File: src/logic/capture_pkg.sv
/*
 * Shared definitions for the logic analyser core
 *   Frame sync byte, command codes and upload source identifier
 *   Divider reset value and lower limit
 *   Parser and sampler state encodings
 *   Split 16-bit word union
 */

package capture_pkg;

    // ========================================================================
    // Frame and command codes
    // ========================================================================
    localparam logic [7:0]  frame_sync          = 8'hA5;  // First byte of every frame
    localparam logic [7:0]  cmd_dc_start        = 8'h0B;  // Start or restart capture
    localparam logic [7:0]  cmd_dc_stop         = 8'h0C;  // End capture
    localparam logic [7:0]  upload_source_dc    = 8'h0B;  // Tag ahead of each sample

    // Sampling divider limits
    localparam logic [15:0] divider_reset_value = 16'd60; // Rate out of reset
    localparam logic [15:0] divider_min         = 16'd2;  // Keeps tx pairs apart

    // ========================================================================
    // State encodings
    // ========================================================================
    // Frame parser
    localparam logic [2:0]  p_hunt              = 3'd0;   // Waiting for sync
    localparam logic [2:0]  p_type              = 3'd1;
    localparam logic [2:0]  p_len_hi            = 3'd2;
    localparam logic [2:0]  p_len_lo            = 3'd3;
    localparam logic [2:0]  p_payload           = 3'd4;

    // Channel sampler
    localparam logic [1:0]  s_idle              = 2'd0;
    localparam logic [1:0]  s_receiving         = 2'd1;   // Collecting divider bytes
    localparam logic [1:0]  s_capturing         = 2'd2;

    // 16-bit word seen whole or as two bytes, big-endian order
    typedef union packed {
        logic [15:0] value;
        struct packed {
            logic [7:0] hi;
            logic [7:0] lo;
        } part;
    } split_word_u;

endpackage
File: src/logic/logic_capture_top.sv
/*
 * Logic analyser core top level
 *   Frame parser, channel sampler and upload framer
 *   with the capture status levels brought out
 */

`timescale 1ns/1ns

module logic_capture_top (
    input  logic       clk,
    input  logic       rst_n,

    // Host link bytes in
    input  logic [7:0] rx_data,
    input  logic       rx_valid,

    // Eight channels under test
    input  logic [7:0] dc_signal_in,

    // Host link bytes out
    output logic [7:0] tx_data,
    output logic       tx_valid,

    // Status
    output logic       capture_active,
    output logic       cmd_ready
);

    // ========================================================================
    // Parser to sampler
    // ========================================================================
    logic [7:0]  cmd_type;
    logic [15:0] cmd_length;
    logic        cmd_start;
    logic [7:0]  cmd_data;
    logic [15:0] cmd_data_index;
    logic        cmd_data_valid;
    logic        cmd_done;

    // Sampler to framer
    logic [7:0]  upload_data;
    logic        upload_valid;

    cmd_frame_parser cmd_frame_parser_i (
        .clk            (clk),
        .rst_n          (rst_n),
        .rx_data        (rx_data),
        .rx_valid       (rx_valid),
        .cmd_type       (cmd_type),
        .cmd_length     (cmd_length),
        .cmd_start      (cmd_start),
        .cmd_data       (cmd_data),
        .cmd_data_index (cmd_data_index),
        .cmd_data_valid (cmd_data_valid),
        .cmd_done       (cmd_done)
    );

    channel_sampler channel_sampler_i (
        .clk            (clk),
        .rst_n          (rst_n),
        .cmd_type       (cmd_type),
        .cmd_length     (cmd_length),
        .cmd_start      (cmd_start),
        .cmd_data       (cmd_data),
        .cmd_data_index (cmd_data_index),
        .cmd_data_valid (cmd_data_valid),
        .cmd_done       (cmd_done),
        .cmd_ready      (cmd_ready),
        .dc_signal_in   (dc_signal_in),
        .capture_active (capture_active),
        .upload_data    (upload_data),
        .upload_valid   (upload_valid)
    );

    // Two tx bytes per sample
    upload_framer upload_framer_i (
        .clk            (clk),
        .rst_n          (rst_n),
        .upload_valid   (upload_valid),
        .upload_data    (upload_data),
        .tx_data        (tx_data),
        .tx_valid       (tx_valid)
    );

endmodule

File: src/logic/upload_framer.sv
/*
 * Upload framer
 *   Sends the source identifier and then the held sample
 *   on two consecutive cycles of the outgoing byte stream
 */

`timescale 1ns/1ns

module upload_framer (
    input  logic       clk,
    input  logic       rst_n,

    // Sample from the sampler
    input  logic       upload_valid,
    input  logic [7:0] upload_data,

    // Outgoing byte stream
    output logic [7:0] tx_data,
    output logic       tx_valid
);

    import capture_pkg::*;

    logic [7:0] sample_hold;    // Sample waiting for its slot
    logic       data_phase;     // High while the data byte is due

    // ========================================================================
    // Phase and strobe control
    // ========================================================================
    // Divider of at least 2 keeps a new upload off the data phase
    always_ff @(posedge clk or negedge rst_n) begin
        if (!rst_n) begin
            data_phase <= 1'b0;
            tx_valid   <= 1'b0;
        end else begin
            if (data_phase) begin
                data_phase <= 1'b0;   // Second byte of the pair
                tx_valid   <= 1'b1;
            end else if (upload_valid) begin
                data_phase <= 1'b1;   // Source byte goes out first
                tx_valid   <= 1'b1;
            end else begin
                tx_valid   <= 1'b0;
            end
        end
    end

    // ========================================================================
    // Byte registers
    // ========================================================================
    always_ff @(posedge clk) begin
        if (upload_valid) sample_hold <= upload_data;
    end

    always_ff @(posedge clk) begin
        if (data_phase) begin
            tx_data <= sample_hold;         // Sample byte
        end else if (upload_valid) begin
            tx_data <= upload_source_dc;    // Source tag
        end
    end

endmodule

File: src/logic/channel_sampler.sv
/*
 * Channel sampler
 *   Command FSM for START and STOP frames
 *   Divider collection and sample tick counter
 *   Registers the eight channels on each tick and uploads them
 */

`timescale 1ns/1ns

module channel_sampler (
    input  logic        clk,
    input  logic        rst_n,

    // Command side from the parser
    input  logic [7:0]  cmd_type,
    input  logic [15:0] cmd_length,
    input  logic        cmd_start,
    input  logic [7:0]  cmd_data,
    input  logic [15:0] cmd_data_index,
    input  logic        cmd_data_valid,
    input  logic        cmd_done,
    output logic        cmd_ready,

    // Channel inputs
    input  logic [7:0]  dc_signal_in,

    // Sample upload
    output logic        capture_active,
    output logic [7:0]  upload_data,
    output logic        upload_valid
);

    import capture_pkg::*;

    logic [1:0]  state;
    split_word_u div_acc;       // Divider bytes received so far
    split_word_u div_next;      // Including the byte on cmd_data now
    logic [15:0] div_applied;   // Clamped to divider_min
    logic [15:0] sample_div;    // Divider in effect
    logic [15:0] sample_cnt;
    logic        sample_tick;
    logic        start_cmd;
    logic        stop_cmd;
    logic        byte_ok;

    // ========================================================================
    // Command decode
    // ========================================================================
    assign start_cmd = cmd_start && (cmd_type == cmd_dc_start);
    assign stop_cmd  = cmd_start && (cmd_type == cmd_dc_stop);

    // Payload byte inside the announced length
    assign byte_ok = cmd_data_valid && (cmd_data_index < cmd_length);

    // Merge in index 0 and 1 only, later bytes dropped
    always_comb begin
        div_next = div_acc;
        if (byte_ok && (cmd_data_index == 16'd0)) div_next.part.hi = cmd_data;
        if (byte_ok && (cmd_data_index == 16'd1)) div_next.part.lo = cmd_data;
    end

    assign div_applied = (div_next.value < divider_min) ? divider_min : div_next.value;

    // Status levels
    assign capture_active = (state == s_capturing);
    assign cmd_ready      = (state != s_capturing);

    // ========================================================================
    // Command state machine
    // ========================================================================
    always_ff @(posedge clk or negedge rst_n) begin
        if (!rst_n) begin
            state      <= s_idle;
            sample_div <= divider_reset_value;
        end else begin
            case (state)
                s_idle: begin
                    if (start_cmd) state <= s_receiving;  // STOP here is a no-op
                end
                s_receiving: begin
                    if (cmd_done) begin
                        sample_div <= div_applied;     // Final byte merged in
                        state      <= s_capturing;
                    end
                end
                s_capturing: begin
                    if (stop_cmd) state <= s_idle;
                    else if (start_cmd) state <= s_receiving;  // New rate
                end
                default: state <= s_idle;
            endcase
        end
    end

    // Divider bytes, cleared by each START header
    always_ff @(posedge clk) begin
        if (start_cmd) begin
            div_acc.value <= 16'd0;
        end else if ((state == s_receiving) && byte_ok) begin
            div_acc <= div_next;
        end
    end

    // ========================================================================
    // Sample tick generation
    // ========================================================================
    // Tick every sample_div cycles, counted from the cmd_done cycle
    // A START or STOP header blocks the tick in its own cycle
    assign sample_tick = capture_active && !start_cmd && !stop_cmd &&
                         (sample_cnt >= sample_div - 16'd1);

    always_ff @(posedge clk or negedge rst_n) begin
        if (!rst_n) begin
            sample_cnt <= 16'd0;
        end else if (!capture_active || sample_tick) begin
            sample_cnt <= 16'd0;     // Held at zero outside capture
        end else begin
            sample_cnt <= sample_cnt + 16'd1;
        end
    end

    // ========================================================================
    // Channel capture and upload
    // ========================================================================
    always_ff @(posedge clk or negedge rst_n) begin
        if (!rst_n) begin
            upload_valid <= 1'b0;
        end else begin
            upload_valid <= sample_tick;   // One cycle behind the tick
        end
    end

    // Value on the tick itself, bit n is channel n
    always_ff @(posedge clk) begin
        if (sample_tick) upload_data <= dc_signal_in;
    end

endmodule

File: src/logic/cmd_frame_parser.sv
/*
 * Command frame parser
 *   Hunts for the sync byte, then takes type and big-endian length
 *   Strobes each payload byte out with its index
 *   Pulses cmd_start after the header and cmd_done at the frame end
 */

`timescale 1ns/1ns

module cmd_frame_parser (
    input  logic        clk,
    input  logic        rst_n,

    // Host byte stream
    input  logic [7:0]  rx_data,
    input  logic        rx_valid,

    // Decoded command
    output logic [7:0]  cmd_type,
    output logic [15:0] cmd_length,
    output logic        cmd_start,
    output logic [7:0]  cmd_data,
    output logic [15:0] cmd_data_index,
    output logic        cmd_data_valid,
    output logic        cmd_done
);

    import capture_pkg::*;

    logic [2:0]  state;
    logic [7:0]  type_acc;      // Type byte of the frame in flight
    split_word_u len_acc;       // Length built a byte at a time
    logic [15:0] payload_cnt;   // Payload bytes seen so far
    logic        last_byte;

    // Byte that closes a non-empty payload
    assign last_byte = (payload_cnt == len_acc.value - 16'd1);

    // ========================================================================
    // Frame state machine
    // ========================================================================
    always_ff @(posedge clk or negedge rst_n) begin
        if (!rst_n) begin
            state          <= p_hunt;
            cmd_start      <= 1'b0;
            cmd_data_valid <= 1'b0;
            cmd_done       <= 1'b0;
            payload_cnt    <= 16'd0;
        end else begin
            cmd_start      <= 1'b0;   // All strobes one cycle wide
            cmd_data_valid <= 1'b0;
            cmd_done       <= 1'b0;
            case (state)
                p_hunt: begin
                    if (rx_valid && (rx_data == frame_sync)) begin
                        state <= p_type;  // Anything else is noise
                    end
                end
                p_type: begin
                    if (rx_valid) state <= p_len_hi;
                end
                p_len_hi: begin
                    if (rx_valid) state <= p_len_lo;
                end
                p_len_lo: begin
                    if (rx_valid) begin
                        cmd_start   <= 1'b1;      // Header complete
                        payload_cnt <= 16'd0;
                        state       <= p_payload;
                    end
                end
                p_payload: begin
                    if (len_acc.value == 16'd0) begin
                        // Empty frame ends right after cmd_start
                        cmd_done <= 1'b1;
                        if (rx_valid && (rx_data == frame_sync)) state <= p_type;
                        else state <= p_hunt;
                    end else if (rx_valid) begin
                        cmd_data_valid <= 1'b1;
                        payload_cnt    <= payload_cnt + 16'd1;
                        if (last_byte) begin
                            cmd_done <= 1'b1;     // Same cycle as final byte
                            state    <= p_hunt;
                        end
                    end
                end
                default: state <= p_hunt;
            endcase
        end
    end

    // ========================================================================
    // Header and payload registers
    // ========================================================================
    always_ff @(posedge clk) begin
        if (rx_valid) begin
            if (state == p_type) type_acc <= rx_data;
            if (state == p_len_hi) len_acc.part.hi <= rx_data;
            if (state == p_len_lo) begin
                len_acc.part.lo <= rx_data;
                // Outputs held until the next header
                cmd_type   <= type_acc;
                cmd_length <= {len_acc.part.hi, rx_data};
            end
            if ((state == p_payload) && (len_acc.value != 16'd0)) begin
                cmd_data       <= rx_data;
                cmd_data_index <= payload_cnt;
            end
        end
    end

endmodule

File: config.mk
export PLATFORM = sky130hd
export DESIGN_NAME = logic_capture_top
export DESIGN_NICKNAME = d
export VERILOG_FILES = /design/src/logic/capture_pkg.sv /design/src/logic/logic_capture_top.sv /design/src/logic/upload_framer.sv /design/src/logic/channel_sampler.sv /design/src/logic/cmd_frame_parser.sv
export SDC_FILE = /design/constraint.sdc
export NUM_CORES = 1
export LEC_CHECK = 0
export BUFFER_PORTS_ARGS = -buffer_cell sky130_fd_sc_hd__buf_2
export CORE_UTILIZATION = 35
export DETAILED_ROUTE_END_ITERATION = 8
export PLACE_DENSITY_LB_ADDON = 0.08
export SYNTH_ARGS = -nofsm -noshare
export SYNTH_HDL_FRONTEND = slang
export SYNTH_SLANG_ARGS = --single-unit
File: constraint.sdc
create_clock -name clk -period 8.5 [get_ports clk]
set_input_delay 0.425 -clock clk [delete_from_list [all_inputs] [get_ports clk]]
set_output_delay 0.425 -clock clk [all_outputs]
set_load 0.02 [all_outputs]
==> metrics, run 1 <==
top_reg_cell synth edfxtp_1; clock root cell clkbuf_16; RSZ-0062 raised after global routing false; Slew @ Worst Pin between 1000 and 1500 ps; Die X between 150 and 200 µm; Layout area overhead 13.6%; Ports 30; Finished Layout Cells roughly 1000; largest stage delay on the critical path 910 ps; pin count of the biggest net entering global routing 60; CTS Buffer Depth 2; hold crit path type input port to flop; H-tree levels 4; post-synthesis async set-or-reset flop share 0.362; Post-DP Area 8190 µm²; fin area 8740 µm²; FF+latch count, synth approximately 160; Residual DRC 0; met1 GRT Util 0.201; Clock Latency Late Sink 420 ps; Crit. End Element flop; R2R depth 11; most common cell after layout, fill and taps aside edfxtp_1; met3 Use GR 0.0373; CTS buffer count 17; hold depth 1; # clock sinks 163; Yosys warnings 0; Worst path most repeated cell nor2_1; Post-DP HPWL 12500 µm; Mapped Area 7690 µm²; Tmin final ~3500 ps; Core Region ~21000 µm²; CTS tree yes; Arr. time, crit path ~3800 ps; P per Cell Area 210 nW/µm²; Routed Wire Length 17300 µm; Placed Instances 969; final worst path period share 0.414; Post-CTS Setup Inserts 0; Filler Cell Count about 2000; Leak 0.00351 µW; port bufs 29; Die H 150 µm; Initial Util 0.361; GRT Util Overall 0.166; global-route wire length before repair 28100 µm; post-synth top area share 0.343; Avg WL per Cell 17.3 µm; post-synthesis sequential area ratio 0.578; worst clock skew 12.6 ps; antenna cells 0; type of the worst setup path flop to flop; setup TNS 0 ps; Avg Inst Size Synth 11.5 µm²; critical path, cell by cell or3_1 -> nor2_1 -> nand3_1 -> nor4_1 -> xnor2_1 -> ha_1 -> nand4_1 -> a211oi_1 -> a21oi_1 -> o21ai_1 -> nor2_1; number of global-route vias before repair 5243; area of the die 22600 µm²; vias post-DR 5055; largest fanout on the critical path 16; worst path required time 8760 ps; Pre-antenna DRT Iters 4; VDD IR-drop max 0.000124 V; outcome completed; post-DR vias/cell 5.05; max-slew violations 0; commonest non-fill, non-tap cells in the layout edfxtp_1 (88), nor2_1 (78), dfrtp_1 (55), nand2_1 (50), ha_1 (36); Max transition margin 0.219; Critical Path Source Type flop; area leader, netlist edfxtp_1; slowest cell on the critical path o21ai_1; max_cap viols 0; initial drt markers 281; Post-Synthesis Cells 669; routability-driven placement congestion ratio 0.824; layout cells sized above 1 0.118; post-route ant nets 0; Synth cell types 70; final net count about 770; # setup viols final 0; top cells by area, synth edfxtp_1 (34%), dfrtp_1 (18%), ha_1 (5.9%); Final Hold Fails 0; layer with the highest usage met2; GR Layer Usage met2 0.292; Hold WS 177 ps; Highest Clock Rate 284 MHz; FP Rows 53; GRT overflow 0; cts hold-fix bufs 0; Reg clk slew, reported paths around 70 ps; CTS resizes 0; EDFF count, synth about 90; initial antenna violation count 0; syn nets 724
==> through the flow <==
stage / util / power (µW) / setup WS, ps
floorplan: - / 1050 / 5610
global placement: 0.385 / 1110 / 5120
detailed placement: 0.385 / 1120 / 4900
CTS: 0.411 / 1860 / 4910
global route: 0.411 / 1910 / 4580
finish: 0.411 / 1830 / 4980
==> registers in the layout (all words and copies together), names as in the netlist, 9 cells and up <==
signal	count
channel_sampler_i.div_acc	16
channel_sampler_i.sample_cnt	16
channel_sampler_i.sample_div	16
cmd_frame_parser_i.cmd_data_index	16
cmd_frame_parser_i.payload_cnt	16
cmd_frame_parser_i.len_acc	15
cmd_frame_parser_i.cmd_length	9
==> synth_stat cells (6+ instances only) <==
cell,n
nor4_1,11
dfrtp_1,55
mux2i_1,18
and2_1,11
ha_1,36
clkbuf_1,6
inv_1,30
and3_1,7
xnor2_1,28
xor2_1,31
nand3_1,24
edfxtp_1,88
nand2_1,50
a31oi_1,7
nor2_1,78
a21oi_1,26
nand2b_1,10
o21ai_0,24
nand4_1,17
nor3_1,16
dfxtp_1,16
a21o_1,7
==> critical path: cells and delay by family (launching register included) <==
family	cells	cell delay (ps)
and+or+nand+nor	6	1330
AOI/OAI and AO/OA	3	1220
DFF	1	380
adders and majority gates	1	310
xor gates and xnor gates	1	110
==> area by class of cell <==
type / count / area (µm²) / share of cell area
multi-input combinational: 467 / 3100 / 0.355
tap: 275 / 344 / 0.0394
clock inverter: 12 / 121 / 0.0139
clock buffer: 20 / 437 / 0.0499
inverter: 30 / 113 / 0.0129
timing repair buffer: 34 / 183 / 0.0209
sequential: 163 / 4440 / 0.508
==> logic make-up (layout without fill, tap and decap cells) <==
group / Yosys count / after routing / share of synthesized area
and+or+nand+nor: 257 / 257 / 0.170
DFF: 163 / 163 / 0.578
AOI/OAI and AO/OA: 95 / 95 / 0.0808
xor gates and xnor gates: 59 / 59 / 0.0672
buffers and inverters: 39 / 96 / 0.0193
adders and majority gates: 36 / 36 / 0.0585
muxes: 20 / 20 / 0.0263
==> power breakdown <==
| group | switching (µW) | internal, µW |
|---|---|---|
| combinational | 93.6 | 58.1 |
| clock | 328 | 409 |
| sequential | 52.1 | 893 |
==> worst paths after layout <==
check,endpoint,from,slack (ps)
setup / recovery,channel_sampler_i.sample_cnt[6]$_DFF_PN0_,channel_sampler_i.sample_div[3]$_DFFE_PN1P_,4980
hold / removal,channel_sampler_i.upload_data[5]$_DFFE_PP_,dc_signal_in[5],180
setup reg to reg,channel_sampler_i.sample_cnt[6]$_DFF_PN0_,channel_sampler_i.sample_div[3]$_DFFE_PN1P_,4980
hold reg to reg,cmd_frame_parser_i.cmd_type[1]$_DFFE_PP_,cmd_frame_parser_i.type_acc[1]$_DFFE_PP_,420
max in group asynchronous,channel_sampler_i.state[1]$_DFFE_PN0P_,rst_n,7740
min in group asynchronous,channel_sampler_i.sample_cnt[7]$_DFF_PN0_,rst_n,190
==> per-layer routing <==
metal,up-vias,share of wire
met4,0,0.015
met5,-,0
met3,21,0.023
li1,2501,-
met1,2476,0.45
met2,57,0.51
Note: power is estimated with default switching activity, not from simulation.
==> inputs of run 2 (changes only) <==
- clock period: 8.5 -> 3.45 ns (I/O delays scaled with it)
==> metrics, run 2 (synthesis gave the netlist of run 1 again) <==
outcome completed; Leak 0.00360 µW; Arr. time, crit path 3570 ps; Pre-antenna DRT Iters 4; Avg WL per Cell 16.7 µm; Clock Latency Late Sink 430 ps; Hold WS 18.8 ps; Die X 150 µm; Critical Path Source Type flop; Max transition margin 0.251; Residual DRC 0; Slew @ Worst Pin 1120 ps; CTS Buffer Depth 2; final worst path period share 0.936; type of the worst setup path flop to flop; Post-DP HPWL 12500 µm; GRT overflow 0; initial drt markers between 200 and 250; VDD IR-drop max roughly 0.00034 V; Post-DP Area 8220 µm²; reg-to-reg slack, setup approximately 220 ps; Crit. End Element flop; antenna cells 0; largest fanout on the critical path 16; Post-CTS Setup Inserts 0; Highest Clock Rate 310 MHz; hold crit path type input port to flop; # setup viols final 0; Ports 30; CTS tree yes; Routed Wire Length 16900 µm; max-slew violations 0; worst path required time 3790 ps; Layout area overhead 15.7%; clock root cell clkbuf_16; Reg clk slew, reported paths approximately 70 ps; worst clock skew about 14 ps; post-route ant nets 0; P per Cell Area 511 nW/µm²; most common cell after layout, fill and taps aside edfxtp_1; vias post-DR roughly 5100; Filler Cell Count 2024; port bufs 29; GRT Util Overall 0.163; Tmin final 3230 ps; Final Hold Fails 0; Initial Util 0.361; layout cells sized above 1 0.124; commonest non-fill, non-tap cells in the layout edfxtp_1 (88), nor2_1 (77), dfrtp_1 (55), nand2_1 (50), ha_1 (36); post-DR vias/cell 4.99; FP Rows 53; RSZ-0062 raised after global routing false; CTS buffer count 17; H-tree levels 4; Die H roughly 150 µm; Core Region roughly 21000 µm²; initial antenna violation count 0; final net count a little under 800; area of the die 22600 µm²; number of global-route vias before repair 5295; max_cap viols 0; fin area between 8000 and 9000 µm²; global-route wire length before repair 27700 µm; routability-driven placement congestion ratio 0.793; setup TNS 0 ps; # clock sinks ~160; pin count of the biggest net entering global routing 41
[run 2: power by group]
part / internal, µW / leakage, µW / switching [µW]
registers: 2200 / 0.00173 / 129
clock network: 1020 / 0.000281 / 812
logic: 155 / 0.00159 / 237
total: 3380 / 0.00360 / 1180
[run 2: through the flow]
step | total power [µW] | setup WS [ps] | utilization | instances
floorplan | 2590 | 565 | - | 669
finish | 4560 | 222 | 0.418 | 1016
CTS | 4610 | 145 | 0.418 | 1016
global placement | 2750 | 310 | 0.386 | 973
global route | 4750 | 13.3 | 0.418 | 1016
detailed placement | 2760 | 167 | 0.386 | 973
[run 2: cell type report]
cell class	count	area (µm²)	share of cell area
sequential	163	4440	0.499
multi-input combinational	467	3100	0.349
inverter	30	113	0.0126
tap	275	344	0.0386
clock buffer	19	433	0.0486
timing repair buffer	49	323	0.0362
clock inverter	13	145	0.0163
[run 2: routing by layer]
metal	vias to the layer above	part of all wire	track usage
li1	2541	-	-
met1	2427	0.43	0.190
met2	80	0.53	0.297
met3	25	0.024	0.0342
met4	0	0.019	0.0505
met5	-	0	0
[run 2: worst paths after layout]
kind,from,end,depth (start not counted)
max in group asynchronous,rst_n,cmd_frame_parser_i.payload_cnt[4]$_DFFE_PN0P_,3
setup reg to reg,channel_sampler_i.sample_div[3]$_DFFE_PN1P_,channel_sampler_i.sample_cnt[15]$_DFF_PN0_,14
hold reg to reg,channel_sampler_i.upload_data[7]$_DFFE_PP_,upload_framer_i.sample_hold[7]$_DFFE_PP_,0
setup / recovery,channel_sampler_i.sample_div[3]$_DFFE_PN1P_,channel_sampler_i.sample_cnt[15]$_DFF_PN0_,14
hold / removal,rx_data[7],cmd_frame_parser_i.type_acc[7]$_DFFE_PP_,1
min in group asynchronous,rst_n,channel_sampler_i.sample_cnt[1]$_DFF_PN0_,2
[run 2: worst max-delay path, stage by stage (launching register included)]
cell,delay [ps]
dfstp_2,390
or3_1,390
nor2_1,230
nand3_1,170
nor4_1,280
xnor2_1,170
ha_1,280
a21o_1,160
a21o_1,170
a21oi_1,130
o21ai_0,90
a21oi_1,240
o21ai_1,120
buf_4,220
nor2_1,130
[run 2: timing repair]
item / in CTS / in global routing
hold buffers: 11 / 0
endpoints found under the hold margin: 31 / 0
setup endpoints to repair: 0 / 8
resized for setup: 0 / 1
